**src/common/cmd_reg_pkg.sv**
```systemverilog
// Command register map
`default_nettype none

package cmd_reg_pkg;

   // ------------------------------------------------
   // Register offsets on the config bus
   // ------------------------------------------------
   // Only the low 8 address bits decode here
   typedef enum logic [7:0] {
      // Command control
      CCR  = 8'h00,
      // Address high half
      CAHR = 8'h04,
      // Address low half
      CALR = 8'h08,
      // Write word
      CWDR = 8'h0C,
      // Read word
      CRDR = 8'h10
   } cmd_reg_t;

   // ------------------------------------------------
   // CCR fields
   // ------------------------------------------------
   // Start request, self clearing
   localparam int CCR_GO     = 0;
   // Sticky completion flag
   localparam int CCR_DONE   = 1;
   // 1 for read, 0 for write
   localparam int CCR_RD_WRB = 2;

   // Readback for offsets outside the map
   localparam logic [31:0] CFG_UNMAPPED = 32'hffffffff;

endpackage

`default_nettype wire

```
**src/common/axi_line_pkg.sv**
```systemverilog
// AXI line definitions
`default_nettype none

package axi_line_pkg;

   // ------------------------------------------------
   // Bus widths
   // ------------------------------------------------
   localparam int AXI_ADDR_W = 64;
   localparam int AXI_DATA_W = 512;
   localparam int AXI_STRB_W = AXI_DATA_W / 8;
   // Byte offset inside one line
   localparam int LANE_OFS_W = 6;
   // Command word
   localparam int WORD_W     = 32;

   // Master FSM states
   typedef enum logic [2:0] {
      IDLE    = 3'd0,
      WR_ADDR = 3'd1,
      WR_DATA = 3'd2,
      WR_RESP = 3'd3,
      RD_ADDR = 3'd4,
      RD_DATA = 3'd5
   } mstr_state_t;

   // ------------------------------------------------
   // Byte lane helpers
   // ------------------------------------------------

   // Four byte strobes moved up to the lane
   function automatic logic [AXI_STRB_W-1:0] lane_strb(input logic [LANE_OFS_W-1:0] ofs);
      logic [AXI_STRB_W-1:0] base;
      base = {{(AXI_STRB_W-WORD_W/8){1'b0}}, {(WORD_W/8){1'b1}}};
      return base << ofs;
   endfunction

   // Word placed into its byte lane of the beat
   function automatic logic [AXI_DATA_W-1:0] lane_place(input logic [WORD_W-1:0] word,
                                                        input logic [LANE_OFS_W-1:0] ofs);
      logic [AXI_DATA_W-1:0] beat;
      beat = {{(AXI_DATA_W-WORD_W){1'b0}}, word};
      return beat << {ofs, 3'b000};
   endfunction

   // Word pulled back down out of its lane
   function automatic logic [WORD_W-1:0] lane_extract(input logic [AXI_DATA_W-1:0] beat,
                                                      input logic [LANE_OFS_W-1:0] ofs);
      logic [AXI_DATA_W-1:0] shifted;
      shifted = beat >> {ofs, 3'b000};
      return shifted[WORD_W-1:0];
   endfunction

endpackage

`default_nettype wire
```
**src/axi_mstr/cmd_regs.sv**
```systemverilog
// Command register block
`timescale 1ns/1ps
`default_nettype none

module cmd_regs
   import cmd_reg_pkg::*;
   import axi_line_pkg::*;
(
   input  wire                   aclk,
   input  wire                   aresetn,
   // Config bus
   input  wire  [31:0]           cfg_addr,
   input  wire  [31:0]           cfg_wdata,
   input  wire                   cfg_wr,
   input  wire                   cfg_rd,
   output logic                  cfg_ack,
   output logic [31:0]           cfg_rdata,
   // Status from the master
   input  wire                   mstr_idle,
   input  wire                   cmd_complete,
   input  wire                   rd_word_valid,
   input  wire  [WORD_W-1:0]     rd_word,
   // Command out to the master
   output logic                  cmd_go,
   output logic                  cmd_done,
   output logic                  cmd_rd_wrb,
   output logic [AXI_ADDR_W-1:0] cmd_addr,
   output logic [WORD_W-1:0]     cmd_wr_word
);

   // ------------------------------------------------
   // Access capture
   // ------------------------------------------------
   logic        wr_stretch;
   logic        rd_stretch;
   cmd_reg_t    cfg_addr_q;
   logic [31:0] cfg_wdata_q;
   logic        reg_wr;

   // Registers behind the map
   logic [31:0] addr_hi_q;
   logic [31:0] addr_lo_q;
   logic [31:0] wr_word_q;
   logic [31:0] rd_word_q;
   logic [31:0] ccr_val;

   // Strobe held until the ack cycle
   always_ff @(posedge aclk) begin
      if (!aresetn) begin
         wr_stretch  <= 1'b0;
         rd_stretch  <= 1'b0;
         cfg_addr_q  <= CCR;
         cfg_wdata_q <= '0;
      end else begin
         wr_stretch <= cfg_wr | (wr_stretch & ~cfg_ack);
         rd_stretch <= cfg_rd | (rd_stretch & ~cfg_ack);
         if (cfg_wr | cfg_rd) begin
            cfg_addr_q  <= cmd_reg_t'(cfg_addr[7:0]);
            cfg_wdata_q <= cfg_wdata;
         end
      end
   end

   // One write slot per access, the cycle before ack
   assign reg_wr = wr_stretch & ~cfg_ack;

   // Ack lands two cycles after the strobe
   always_ff @(posedge aclk) begin
      if (!aresetn) begin
         cfg_ack <= 1'b0;
      end else begin
         cfg_ack <= (wr_stretch | rd_stretch) & ~cfg_ack;
      end
   end

   // ------------------------------------------------
   // Command registers
   // ------------------------------------------------
   always_ff @(posedge aclk) begin
      if (!aresetn) begin
         cmd_go     <= 1'b0;
         cmd_done   <= 1'b0;
         cmd_rd_wrb <= 1'b0;
      end else if (reg_wr && cfg_addr_q == CCR) begin
         cmd_go     <= cfg_wdata_q[CCR_GO];
         cmd_done   <= cfg_wdata_q[CCR_DONE];
         cmd_rd_wrb <= cfg_wdata_q[CCR_RD_WRB];
      end else begin
         // Go drops once the master has left idle
         cmd_go   <= cmd_go & mstr_idle;
         // Done sticks until software rewrites CCR
         cmd_done <= cmd_done | cmd_complete;
      end
   end

   always_ff @(posedge aclk) begin
      if (!aresetn) begin
         addr_hi_q <= '0;
         addr_lo_q <= '0;
         wr_word_q <= '0;
         rd_word_q <= '0;
      end else begin
         if (reg_wr && cfg_addr_q == CAHR)
            addr_hi_q <= cfg_wdata_q;
         if (reg_wr && cfg_addr_q == CALR)
            addr_lo_q <= cfg_wdata_q;
         if (reg_wr && cfg_addr_q == CWDR)
            wr_word_q <= cfg_wdata_q;
         // Software write wins over a finished read
         if (reg_wr && cfg_addr_q == CRDR)
            rd_word_q <= cfg_wdata_q;
         else if (rd_word_valid)
            rd_word_q <= rd_word;
      end
   end

   assign cmd_addr    = {addr_hi_q, addr_lo_q};
   assign cmd_wr_word = wr_word_q;

   // ------------------------------------------------
   // Readback
   // ------------------------------------------------
   always_comb begin
      ccr_val             = '0;
      ccr_val[CCR_GO]     = cmd_go;
      ccr_val[CCR_DONE]   = cmd_done;
      ccr_val[CCR_RD_WRB] = cmd_rd_wrb;
   end

   // Sampled the cycle before ack
   always_ff @(posedge aclk) begin
      if (!aresetn) begin
         cfg_rdata <= '0;
      end else begin
         case (cfg_addr_q)
            CCR:     cfg_rdata <= ccr_val;
            CAHR:    cfg_rdata <= addr_hi_q;
            CALR:    cfg_rdata <= addr_lo_q;
            CWDR:    cfg_rdata <= wr_word_q;
            CRDR:    cfg_rdata <= rd_word_q;
            default: cfg_rdata <= CFG_UNMAPPED;
         endcase
      end
   end

endmodule

`default_nettype wire

```
**config.mk**
```make
export PLATFORM = sky130hd
export DESIGN_NAME = cmd_regs
export DESIGN_NICKNAME = d
export VERILOG_FILES = /design/src/common/cmd_reg_pkg.sv /design/src/common/axi_line_pkg.sv /design/src/axi_mstr/cmd_regs.sv
export SDC_FILE = /design/constraint.sdc
export NUM_CORES = 1
export LEC_CHECK = 0
export ABC_CLOCK_PERIOD_IN_PS = 1800
export BUFFER_PORTS_ARGS = -buffer_cell sky130_fd_sc_hd__buf_4
export CORE_MARGIN = 5
export CORE_UTILIZATION = 25
export DETAILED_ROUTE_END_ITERATION = 12
export PLACE_DENSITY = 0.56
export SLEW_MARGIN = 20
export SYNTH_ARGS = -nofsm -noshare
export SYNTH_HDL_FRONTEND = slang
export SYNTH_SLANG_ARGS = --single-unit
```
**constraint.sdc**
```tcl
create_clock -name aclk -period 1.8 [get_ports aclk]
set_input_delay 0.18 -clock aclk [delete_from_list [all_inputs] [get_ports aclk]]
set_output_delay 0.18 -clock aclk [all_outputs]
set_load 0.01 [all_outputs]
```
==> impl_metrics.json <==
{
  "status": "finished, final reports clean",
  "h-tree-depth": 1,
  "cts-root-buf": "clkbuf_16",
  "grt_pass1_vias": 7377,
  "ys_warn_count": 0,
  "routed_wl_mm": 27.9,
  "min_period_ns": 1.70,
  "die_x_um": 191,
  "syn_avg_cell_area_um2": 9.14,
  "worst_ep_required_time_ns": 2.19,
  "drt_iter0_drc": 344,
  "grt_pass1_wl_mm": 42.7,
  "cts_buffers": 24,
  "die-area_um2": 36500,
  "rr_startpoint": "cfg_addr_q[1]",
  "start_util_pct": 25.3,
  "relSlewSlack_pct": 64.3,
  "drive_above_1_share_pct": 31.3,
  "hold_viol_final": 0,
  "cts_tree": "yes",
  "leakagePower_nw": 4.81,
  "ys_top_cells_by_count": "dfxtp_1, nand2_1, nand3_1",
  "worst_slew_pin_slew_ns": 0.535,
  "num_antenna_cells": 0,
  "critPathMaxFanout": 30,
  "num_rows": 66,
  "drc": 0,
  "ys.flop_type": "dfxtp_1",
  "clock-sinks": 206,
  "intPower_mw": 8.32,
  "fin_util_pct": 36.0,
  "synth_cell_types": 37,
  "cap_violations": 0,
  "path_class": "flip-flop to flip-flop",
  "place_hpwl_mm": 19.2,
  "wl_per_cell_um": 17.6,
  "arrival_ns": 2.09,
  "synth-seq-cells": 206,
  "gp_congestion": 0.753,
  "combPwrFrac_pct": 10.9,
  "syn_nets": 1001,
  "synth_top_area_share_pct": 50.3,
  "reg2reg_depth": 5,
  "p_per_area_nw_per_um2": 941,
  "path_clk_slew_ns": 0.06,
  "grt_use_total_pct": 14.6,
  "swShare_pct": 24.3,
  "syn_inst": 898,
  "grt_max_degree": 65,
  "synth_edf_count": 0,
  "post-synth-top-count-cell": "dfxtp_1",
  "area_growth_pct": 42.5,
  "final_nets": 1232,
  "portBuffers": 210,
  "die_y_um": 191,
  "worstSkewPairLatency_ns": 0.52,
  "dr.pass1.iters": 4,
  "rr_endpoint": "rd_word_q[16]",
  "yosys-top-cells-area": "dfxtp_1, nand3_1, o21ai_0",
  "ant_nets": 0,
  "hold_depth": 3,
  "pwr-share-seq_pct": 44.1,
  "p_clk_share_pct": 44.9,
  "p_sw_mw": 2.68,
  "cp-start-kind": "flip-flop",
  "yosys.area.top_type": "dfxtp_1",
  "peakVddDrop_v": 0.000577,
  "worstHoldStart": "rd_word[25]",
  "finalCritPeriodShare_pct": 94.6,
  "slew_viol_final": 0,
  "min_path_type": "input port to flip-flop",
  "cp-end-kind": "flip-flop",
  "synth-seq-area-share_pct": 50.3,
  "vias": 7472,
  "syn_area_um2": 8200,
  "core-area_um2": 32500,
  "ios": 235,
  "rsz0062_at_grt": "false",
  "rrSetupSlack_ns": 0.1,
  "clock.fmax_mhz": 587,
  "overflow": 0,
  "setup_tns_ns": 0,
  "viasPerCell": 4.71,
  "antenna_found_initial": 0,
  "hold_end": "rd_word_q[25]",
  "cts_max_path_buffers": 3,
  "setup_viol": 0,
  "async_flop_share_pct": 0,
  "clock-skew-final_ns": 0.0120
}
## worst max-delay path by stage
stage / to / from / slack, ns / cells after the start
5_1_grt: rd_word_q[20] / cfg_addr_q[1] / 0.005 / 5
3_5_place_dp: addr_hi_q[16] / cfg_addr_q[0] / 0.03 / 6
6_report: rd_word_q[16] / cfg_addr_q[1] / 0.1 / 5
3_3_place_gp: rd_word_q[16] / cfg_addr_q[1] / 0.05 / 5
2_1_floorplan: rd_word_q[10] / cfg_addr_q[0] / 0.14 / 6
4_1_cts: addr_hi_q[26] / cfg_addr_q[0] / 0.01 / 6
## per-layer routing
layer  up-vias  GRT usage (%)  wire length (µm)
met1      3578           19.7             12700
met3        27           3.05              1700
met2       189           24.4             13200
li1       3678              -                 -
met5         -              0                 0
met4         0           2.87               306
## power groups by stage
stage	clock, mW	combinational (mW)	sequential (mW)
final	4.94	1.20	4.86
after global routing	5.28	1.31	4.88
after CTS	5.07	1.21	4.86
after detailed placement	0	1.13	4.96
after global placement	0	1.12	4.95
after floorplan	0	0.536	4.97
## critical path, cell delays in order, from the launching register on
cell and delay [ns]:
dfxtp_1 0.34, or4_1 0.53, nand4bb_4 0.24, buf_6 0.23, nor2_1 0.15, a211oi_2 0.06
## layout by cell type, fill, tap and decap left out, drive strengths merged, types with 36 or more instances in the layout
cell type / instances
buf: 247
dfxtp: 206
o21ai: 132
nand2: 113
nand3: 99
a21oi: 72
dlygate4sd3: 44
nor2: 40
mux2i: 37
clkbuf: 36
## metrics by stage
step | area [µm²] | hold slack (ns) | worst slack [ns] | power [mW] | instances
5_1_grt | 11700 | 0.0309 | 0.00540 | 11.5 | 1588
3_5_place_dp | 10400 | 0.431 | 0.0258 | 6.09 | 1498
3_3_place_gp | 10400 | 0.425 | 0.0498 | 6.07 | 1498
6_report | 11700 | 0.0427 | 0.0971 | 11.0 | 1588
2_1_floorplan | 8200 | 0.297 | 0.142 | 5.50 | 898
4_1_cts | 11700 | 0.0267 | 0.0126 | 11.1 | 1585
## final cells by class
| cell class | instances | area (µm²) |
|---|---|---|
| repair buffers | 291 | 2480 |
| inverters | 2 | 10.0 |
| fillers | 3356 | 20800 |
| clock buffers | 36 | 707 |
| multi-input cells | 604 | 3720 |
| flip-flops and latches | 206 | 4130 |
| well taps | 442 | 553 |
| clock inverters | 7 | 93.8 |
## flip-flops by register name, summed over array words and instances (netlist names)
signal / flops
cmd_go: 1
cfg_wdata_q: 32
cfg_rdata: 32
wr_stretch: 1
rd_stretch: 1
cfg_addr_q: 8
cfg_ack: 1
cmd_rd_wrb: 1
addr_lo_q: 32
cmd_wr_word: 32
cmd_done: 1
addr_hi_q: 32
rd_word_q: 32
## kinds of logic after synthesis
group / share of synthesized area (%)
and+or+nand+nor: 14.8
AOI/OAI and AO/OA: 21.3
muxes: 8.63
DFF: 50.3
buffers and inverters: 4.96
## what timing repair did
| action | CTS | global route |
|---|---|---|
| gates resized for setup | 0 | 2 |
| setup buffers | 0 | 3 |
| hold buffers | 44 | 0 |
| endpoints found under the hold margin | 44 | 0 |
| endpoints found under the setup margin | 0 | 40 |
Power figures use the tool's default switching activity.
