File: src/common/axi_line_pkg.sv
// AXI line definitions
`default_nettype none

package axi_line_pkg;

   // ------------------------------------------------
   // Bus widths
   // ------------------------------------------------
   localparam int AXI_ADDR_W = 64;
   localparam int AXI_DATA_W = 512;
   localparam int AXI_STRB_W = AXI_DATA_W / 8;
   // Byte offset inside one line
   localparam int LANE_OFS_W = 6;
   // Command word
   localparam int WORD_W     = 32;

   // Master FSM states
   typedef enum logic [2:0] {
      IDLE    = 3'd0,
      WR_ADDR = 3'd1,
      WR_DATA = 3'd2,
      WR_RESP = 3'd3,
      RD_ADDR = 3'd4,
      RD_DATA = 3'd5
   } mstr_state_t;

   // ------------------------------------------------
   // Byte lane helpers
   // ------------------------------------------------

   // Four byte strobes moved up to the lane
   function automatic logic [AXI_STRB_W-1:0] lane_strb(input logic [LANE_OFS_W-1:0] ofs);
      logic [AXI_STRB_W-1:0] base;
      base = {{(AXI_STRB_W-WORD_W/8){1'b0}}, {(WORD_W/8){1'b1}}};
      return base << ofs;
   endfunction

   // Word placed into its byte lane of the beat
   function automatic logic [AXI_DATA_W-1:0] lane_place(input logic [WORD_W-1:0] word,
                                                        input logic [LANE_OFS_W-1:0] ofs);
      logic [AXI_DATA_W-1:0] beat;
      beat = {{(AXI_DATA_W-WORD_W){1'b0}}, word};
      return beat << {ofs, 3'b000};
   endfunction

   // Word pulled back down out of its lane
   function automatic logic [WORD_W-1:0] lane_extract(input logic [AXI_DATA_W-1:0] beat,
                                                      input logic [LANE_OFS_W-1:0] ofs);
      logic [AXI_DATA_W-1:0] shifted;
      shifted = beat >> {ofs, 3'b000};
      return shifted[WORD_W-1:0];
   endfunction

endpackage

`default_nettype wire
File: src/axi_mstr/axi_mstr_fsm.sv
// Single-word AXI master
`timescale 1ns/1ps
`default_nettype none

module axi_mstr_fsm
   import axi_line_pkg::*;
(
   input  wire                   aclk,
   input  wire                   aresetn,
   // Command from the registers
   input  wire                   cmd_go,
   input  wire                   cmd_done,
   input  wire                   cmd_rd_wrb,
   input  wire  [AXI_ADDR_W-1:0] cmd_addr,
   input  wire  [WORD_W-1:0]     cmd_wr_word,
   // Status back to the registers
   output logic                  mstr_idle,
   output logic                  cmd_complete,
   output logic                  rd_word_valid,
   output logic [WORD_W-1:0]     rd_word,
   // Write address
   output logic [AXI_ADDR_W-1:0] awaddr,
   output logic                  awvalid,
   input  wire                   awready,
   // Write data
   output logic [AXI_DATA_W-1:0] wdata,
   output logic [AXI_STRB_W-1:0] wstrb,
   output logic                  wvalid,
   input  wire                   wready,
   // Write response
   input  wire                   bvalid,
   output logic                  bready,
   // Read address
   output logic [AXI_ADDR_W-1:0] araddr,
   output logic                  arvalid,
   input  wire                   arready,
   // Read data
   input  wire                   rvalid,
   input  wire  [AXI_DATA_W-1:0] rdata,
   output logic                  rready
);

   mstr_state_t           state_q;
   mstr_state_t           state_d;
   logic [LANE_OFS_W-1:0] lane_ofs;

   // ------------------------------------------------
   // State machine
   // ------------------------------------------------
   always_comb begin
      state_d = state_q;
      case (state_q)
         // Start only on a fresh Go
         IDLE: begin
            if (cmd_go && !cmd_done)
               state_d = cmd_rd_wrb ? RD_ADDR : WR_ADDR;
         end
         WR_ADDR: begin
            if (awready)
               state_d = WR_DATA;
         end
         WR_DATA: begin
            if (wready)
               state_d = WR_RESP;
         end
         WR_RESP: begin
            if (bvalid)
               state_d = IDLE;
         end
         RD_ADDR: begin
            if (arready)
               state_d = RD_DATA;
         end
         RD_DATA: begin
            if (rvalid)
               state_d = IDLE;
         end
         default: state_d = IDLE;
      endcase
   end

   always_ff @(posedge aclk) begin
      if (!aresetn) begin
         state_q <= IDLE;
      end else begin
         state_q <= state_d;
      end
   end

   // ------------------------------------------------
   // Channel controls straight from the state
   // ------------------------------------------------
   assign awvalid = (state_q == WR_ADDR);
   assign wvalid  = (state_q == WR_DATA);
   assign bready  = (state_q == WR_RESP);
   assign arvalid = (state_q == RD_ADDR);
   assign rready  = (state_q == RD_DATA);

   assign mstr_idle = (state_q == IDLE);

   // End of either transaction type
   assign cmd_complete  = (bvalid & bready) | (rvalid & rready);
   assign rd_word_valid = rvalid & rready;

   // ------------------------------------------------
   // Lane handling
   // ------------------------------------------------
   // Both channels use the same command address
   assign awaddr   = cmd_addr;
   assign araddr   = cmd_addr;
   assign lane_ofs = cmd_addr[LANE_OFS_W-1:0];

   assign wdata   = lane_place(cmd_wr_word, lane_ofs);
   assign wstrb   = lane_strb(lane_ofs);
   assign rd_word = lane_extract(rdata, lane_ofs);

endmodule

`default_nettype wire

File: config.mk
export PLATFORM = sky130hd
export DESIGN_NAME = axi_mstr_fsm
export DESIGN_NICKNAME = d
export VERILOG_FILES = /design/src/common/axi_line_pkg.sv /design/src/axi_mstr/axi_mstr_fsm.sv
export SDC_FILE = /design/constraint.sdc
export NUM_CORES = 1
export LEC_CHECK = 0
export BUFFER_PORTS_ARGS = -buffer_cell sky130_fd_sc_hd__buf_2
export CORE_AREA = 2 2 527 529
export CTS_CLUSTER_DIAMETER = 80
export CTS_CLUSTER_SIZE = 40
export DETAILED_ROUTE_END_ITERATION = 6
export DIE_AREA = 0 0 529 531
export PLACE_DENSITY = 0.3
export SYNTH_ARGS = -nofsm -noshare
export SYNTH_HDL_FRONTEND = slang
export SYNTH_SLANG_ARGS = --single-unit
File: constraint.sdc
create_clock -name aclk -period 2.8 [get_ports aclk]
set_clock_uncertainty 0.15 [all_clocks]
set_input_delay 0.42 -clock aclk [delete_from_list [all_inputs] [get_ports aclk]]
set_output_delay 0.42 -clock aclk [all_outputs]
set_load 0.03 [all_outputs]
==> metrics.cfg, run 1 <==
[sta]
setup_ws_ns=-0.3589
final_hold_viol_count=0
worstMarginPinSlew_ns=0.6878
holdWs_ns=0.3249
fin_crit_sh_pct=112.8
fmax_mhz=316.6
slew_violations=0
grt_setup_unrepaired=true
tns_ns=-58.62
period_needed_ns=3.159
slew_headroom_pct=54.15
setup_violations=485

[critical_path]
timing.critical_path.buf_inv=5
reg2reg_to=state_q[0]$_SDFFE_PN0P_
r2r-start=state_q[2]$_SDFFE_PN0P_
reg2regPathDepth=5
cp.arrival_ns=2.59
crit_path_cell_trace=buf_16, buf_12, buf_12, buf_12, mux4_2, o22ai_2, o221a_2, nor2_1, a211o_1, buf_6
cpMaxStageDelayCell=mux4_2
required_ns=2.23
critPathKind=in2out
slowest_delay_ns=0.50
critPathMaxFanout=9
crit_path_start_kind=input pin
ff2ff_setup_slack_ns=0.86
crit_top_cell=buf_12
end_kind=primary output
critical-path-top-delay-family=buffers and inverters

[detailed_routing]
drc=0
wl_per_cell_um=31.81
vias_per_cell=4.011
dr.pass1.iters=6
dr_total_vias=34194
wl_mm=271.1
drt_iter0_drc=3052
ant_nets=0

[grt]
grt_pass1_vias=32045
grt_first_pass_wirelength_mm=335.8
overflow=0
antenna_found_initial=356
groute.usage.overall_pct=18.01
grt_max_degree=82

[placed_design]
dpl_cell_area_um2=36900
io_buffers=1187
dp_slack_ns=-1.054
gp_congestion=0.9167
hpwlAfterDp_mm=234.8

[logic_synthesis]
synth_cell_type_count=79
synth_cells=2940
syn-num-nets=3560
synth_compound_area_share_pct=24.37
synthXorXnorAreaFrac_pct=0.08812
ys.flop_type=dfxtp_1
synth_seq_area_share_pct=0.3021
synth_enable_flop_cells=0
avgSynthCellArea_um2=6.762
synth_top_family_by_area=multiplexers
yosysWarnings=0
synthSimpleGateAreaFrac_pct=24.67
syn_area_um2=19880
synthMuxAreaShare_pct=36.51
async_flop_share_pct=0
synthAdderAreaFrac_pct=0.1259
synth_seq_cells=3

[outcome]
violations=setup timing
status=complete, but fails checks

[layout]
final_common_cell=buf_2
reg.largest.list=state_q x3
drive_above_1_share_pct=59.45
largest_register=state_q
design_area_um2=42240
seq_area_um2=60.06
largest_reg_flops=3
multiInputGateArea_um2=19550
nets=5361
syn_to_final_growth_pct=112.5
layout_common_cells=buf_2 (1010), buf_4 (867), nor2_1 (599)
final.fill_count=31802

[cts]
clkLatencyLatePin_ns=0.23
cts_sinks=3
cts_buffers=3
cts.clk_slew.worst_paths_ns=0.03
cts_root_buf=clkbuf_16
cts_buffer_depth=2
cts_tree=yes
htree_levels=1

[min_path]
holdCritStartpoint=aresetn
hold_depth=3
worstHoldEndpoint=state_q[1]$_SDFFE_PN0P_
hp-class=in2reg

[floorplan]
dieHeight_um=531
initial_core_util_pct=7.221
coreArea_um2=275300
io_pins=1362
die_w_um=529
num_rows=193
die_area_um2=280900

[power]
p_per_area_nw_per_um2=192.4
vdd_drop_max_v=0.0001490
combPwrFrac_pct=96.5
intPower_mw=3.608
switchingPower_mw=4.518
pwr-share-seq_pct=0.7
clkPwrFrac_pct=2.8
swShare_pct=55.60
cellLeakagePower_nw=18.87

[job]
cap_violations=0

-- per-stage QoR --
step	cells	power [mW]	util, %
floorplan	2940	3.387	-
global placement	8215	6.953	13.40
detailed placement	8215	6.937	13.40
CTS	8305	7.788	14.56
global route	8490	8.498	15.31
finish	8524	8.126	15.35
-- how the worst max path moves through the flow --
stage                     slack, ns  cells after the start        start          end
after detailed placement      -1.05                      8  cmd_addr[1]   rd_word[9]
after floorplan               -0.03                      8  cmd_addr[1]  rd_word[22]
after CTS                     -0.38                      9  cmd_addr[0]  rd_word[30]
after global placement        -1.02                      8  cmd_addr[1]   rd_word[9]
after global routing          -0.39                     12  cmd_addr[0]  rd_word[22]
final                         -0.36                     10  cmd_addr[0]  rd_word[18]
-- worst reg2reg max path: cells and delay by family (launching register included) --
family          cells  cell delay (ns)
compound gates      3             0.81
flops               1             0.49
simple gates        2             0.40
-- layout make-up --
cell class	count	area share, %
inverters	25	0.2458
multi-input cells	2480	46.29
flip-flops and latches	3	0.1422
well taps	3607	10.68
repair buffers	2228	41.40
clock buffers	4	0.1866
diodes	177	1.049
-- synthesized netlist by cell type (all sizes together) (4+ instances only) --
cell	number	area [µm²]
nor2	644	2420
mux2i	410	4116
nand2	333	1252
buf	324	2271
a21oi	127	635.6
o21ai	123	615.6
clkbuf	108	405.4
mux4	100	2252
o22ai	100	625.6
mux2	79	889.6
nor2b	58	362.9
a211oi	50	375.4
a22oi	46	345.3
a32oi	38	332.8
nand3	38	190.2
nor3	35	190.2
o211ai	29	217.7
and2	27	168.9
o221ai	23	201.4
a22o	22	192.7
inv	22	82.58
a221oi	18	157.7
a31oi	18	112.6
o2bb2ai	16	140.1
a211o	12	105.1
a2111oi	11	115.1
a32o	11	110.1
nor3b	9	67.56
a31o	7	61.31
nand2b	7	43.79
o2111ai	7	61.31
and3	6	37.54
o32ai	6	52.55
a221o	5	50.05
nor4	5	31.28
o22a	5	43.79
o21a	4	30.03
or2	4	25.02
-- layer usage --
| layer | share of wire, % | GRT usage [%] | up-vias |
|---|---|---|---|
| met5 | 0.34 | 0 | - |
| met4 | 4.7 | 7.854 | 152 |
| met3 | 9.1 | 5.635 | 613 |
| met2 | 44 | 27.57 | 2098 |
| met1 | 42 | 23.04 | 16821 |
| li1 | - | - | 14510 |
-- power groups by stage --
stage | clock (mW) | combinational, mW | sequential (mW)
after global placement | 0 | 6.89 | 0.0580
after global routing | 0.240 | 8.20 | 0.0604
after floorplan | 0 | 3.34 | 0.0487
final | 0.230 | 7.84 | 0.0583
after detailed placement | 0 | 6.88 | 0.0588
after CTS | 0.231 | 7.50 | 0.0582
-- cells by family (layout without fill, tap and decap cells) --
kind of cell / count (synthesis) / in the layout
AOI/OAI and AO/OA: 706 / 706
and+or+nand+nor: 1181 / 1181
xor gates and xnor gates: 2 / 2
muxes: 589 / 589
DFF: 3 / 3
other: 0 / 177
adders and majority gates: 2 / 2
buffers and inverters: 457 / 2257
-- timing repair --
action	in CTS	in global routing
setup buffers	79	37
hold buffers	0	0
resized for setup	515	334
pin swaps	69	43
cloned	11	8
endpoints found under the hold margin	0	0
setup endpoints to repair	571	503
Note: power is estimated with default switching activity, not from simulation.
==> run 2: changes to the inputs <==
--- a/config.mk
+++ b/config.mk
@@ -11,7 +11,7 @@
 export CTS_CLUSTER_SIZE = 40
 export DETAILED_ROUTE_END_ITERATION = 6
 export DIE_AREA = 0 0 529 531
-export PLACE_DENSITY = 0.3
+export PLACE_DENSITY_LB_ADDON = 0.15
 export SYNTH_ARGS = -nofsm -noshare
 export SYNTH_HDL_FRONTEND = slang
 export SYNTH_SLANG_ARGS = --single-unit
==> run 2 against run 1 <==
The flow still finishes with violations (setup timing); highest routed layer unchanged; worst setup slack got worse by 0.091 ns; clock power about the same; cell area increased by 12%; count of clock-buffer cells in the layout unchanged; non-clock buffer count increased by 10; global-route usage decreased by 0.20 points; first-iteration DRC count decreased by 23%.
==> metrics.cfg, run 2 (same netlist as run 1, synthesis figures left out) <==
[outcome]
status=complete, but fails checks
violations=setup timing

[grt]
grt_pass1_vias=31803  ; -0.76%
groute.usage.overall_pct=17.81  ; -0.20 points
overflow=0  ; unchanged
antenna_found_initial=246  ; -31%
grt_max_degree=53  ; -35%
grt_first_pass_wirelength_mm=333.7  ; -0.62%

[detailed_routing]
ant_nets=0  ; unchanged
wl_mm=271.8  ; +0.27%
vias_per_cell=3.988  ; -0.59%
drt_iter0_drc=2349  ; -23%
drc=0  ; unchanged
wl_per_cell_um=32.23  ; +1.3%
dr.pass1.iters=5  ; -1
dr_total_vias=33634  ; -1.6%

[critical_path]
required_ns=2.23  ; about the same
slowest_delay_ns=0.48  ; -0.02 ns
cpMaxStageDelayCell=a2111oi_4
cp.arrival_ns=2.68  ; +0.09 ns
crit_path_start_kind=input pin
critical-path-top-delay-family=buffers and inverters
timing.critical_path.buf_inv=7  ; +2
crit_path_cell_trace=buf_16, buf_16, buf_16, clkbuf_16, mux2i_4, buf_6, o22ai_1, a2111oi_4, buf_4, a221oi_2, buf_4
critPathKind=in2out
critPathMaxFanout=7  ; -2
end_kind=primary output
crit_top_cell=buf_16

[sta]
slew_headroom_pct=37.67  ; -16 points
fin_crit_sh_pct=116.1  ; +3.3 points
worstMarginPinSlew_ns=0.9350  ; +0.2472 ns
setup_violations=487  ; +0.41%
slew_violations=0  ; unchanged
setup_ws_ns=-0.4503  ; -0.09136 ns
fmax_mhz=307.7  ; -2.8%
tns_ns=-69.48  ; -10.86 ns
period_needed_ns=3.250  ; +0.09136 ns
final_hold_viol_count=0  ; unchanged
grt_setup_unrepaired=true

[layout]
seq_area_um2=60.06  ; unchanged
largest_reg_flops=3  ; unchanged
multiInputGateArea_um2=22590  ; +16%
largest_register=state_q
nets=5371  ; +0.19%
syn_to_final_growth_pct=137.6
final.fill_count=31341  ; -1.4%
reg.largest.list=state_q x3
drive_above_1_share_pct=67.18  ; +7.7 points
final_common_cell=buf_2
layout_common_cells=buf_2 (842), buf_4 (732), buf_6 (389)

[placed_design]
io_buffers=1187  ; unchanged
hpwlAfterDp_mm=228.5  ; -2.7%
gp_congestion=0.8899  ; -2.9%
dp_slack_ns=-1.293  ; -0.2391 ns

[power]
cellLeakagePower_nw=19.86  ; +5.3%
swShare_pct=55.46  ; -0.14 points
intPower_mw=4.044  ; +12%
pwr-share-seq_pct=0.6  ; about the same
combPwrFrac_pct=96.8  ; +0.3 points
vdd_drop_max_v=0.0001140  ; -23%
p_per_area_nw_per_um2=192.3  ; about the same
switchingPower_mw=5.035  ; +11%
clkPwrFrac_pct=2.6  ; -0.2 points

[floorplan]
io_pins=1362  ; unchanged
num_rows=193  ; unchanged
dieHeight_um=531  ; unchanged
initial_core_util_pct=7.221  ; unchanged
die_area_um2=280900  ; unchanged
die_w_um=529  ; unchanged
coreArea_um2=275300  ; unchanged

[cts]
cts_buffer_depth=2  ; unchanged
ctsHoldBuffers=0  ; unchanged
htree_levels=1  ; unchanged
cts_sinks=3  ; unchanged
clkLatencyLatePin_ns=0.23  ; about the same
cts_buffers=3  ; unchanged
cts_tree=yes
cts.clk_slew.worst_paths_ns=0.03  ; about the same
cts_root_buf=clkbuf_16

[min_path]
hp-class=in2reg

[job]
cap_violations=0  ; unchanged

-- run 2: cell types whose count changed in the layout (fill, tap and decap cells not counted), sizes merged --
cell    before   now
diode      177    77
bufbuf       5     4
buf       2178  2215
clkbuf      49    23
-- run 2: path summary, 6_finish.rpt --
check,start,end,slack (ns),cells after the start
worst min register to register,state_q[0]$_SDFFE_PN0P_,state_q[0]$_SDFFE_PN0P_,0.43,2
worst max register to register,state_q[2]$_SDFFE_PN0P_,state_q[0]$_SDFFE_PN0P_,0.88,5
worst max-delay path,cmd_addr[0],rd_word[14],-0.45,11
worst min-delay path,aresetn,state_q[1]$_SDFFE_PN0P_,0.31,3
-- run 2: per-stage QoR --
stage	area (µm²)	power (mW)	cells	util, %	hold WS (ns)
3_3_place_gp	36570	7.001	8179	13.28	0.4293
5_1_grt	47140	9.485	8400	17.12	0.3176
2_1_floorplan	19930	3.387	2940	-	0.3965
6_report	47220	9.079	8434	17.15	0.3137
3_5_place_dp	36570	6.966	8179	13.28	0.4381
4_1_cts	40140	7.929	8250	14.58	0.3069
-- run 2: power groups by stage --
stage | logic (mW) | clock network [mW] | registers (mW)
2_1_floorplan | 3.34 | 0 | 0.0487
3_3_place_gp | 6.94 | 0 | 0.0579
3_5_place_dp | 6.91 | 0 | 0.0586
4_1_cts | 7.63 | 0.238 | 0.0578
5_1_grt | 9.18 | 0.243 | 0.0592
6_report | 8.79 | 0.233 | 0.0580
-- run 2: timing repair --
item | CTS | global route
cloned | 18 | 16
buffers inserted | 52 | 124
setup endpoints to repair | 579 | 524
hold endpoints to repair | 0 | 0
pin swaps | 79 | 173
gates resized for setup | 619 | 1650
-- run 2: area by class of cell --
cell class / count / area share (%)
tap: 3607 / 9.557
sequential: 3 / 0.1272
antenna: 77 / 0.4080
timing repair buffer: 2238 / 41.65
clock buffer: 4 / 0.1669
inverter: 25 / 0.2544
multi-input combinational: 2480 / 47.84
-- run 2: tightest hold or removal path: cells and delay by family --
family	cells	cell delay (ns)
buffers and inverters	1	0.12
AND/OR/NAND/NOR	1	0.04
AO/OA/AOI/OAI	1	0.07
-- run 2: per-layer routing --
metal  share of wire [%]  track usage [%]  up-vias
met2                  43            27.58     1748
met4                 4.2            5.802       74
met1                  45            24.27    16814
met5                0.17                0        -
li1                    -                -    14458
met3                 7.2            3.874      540
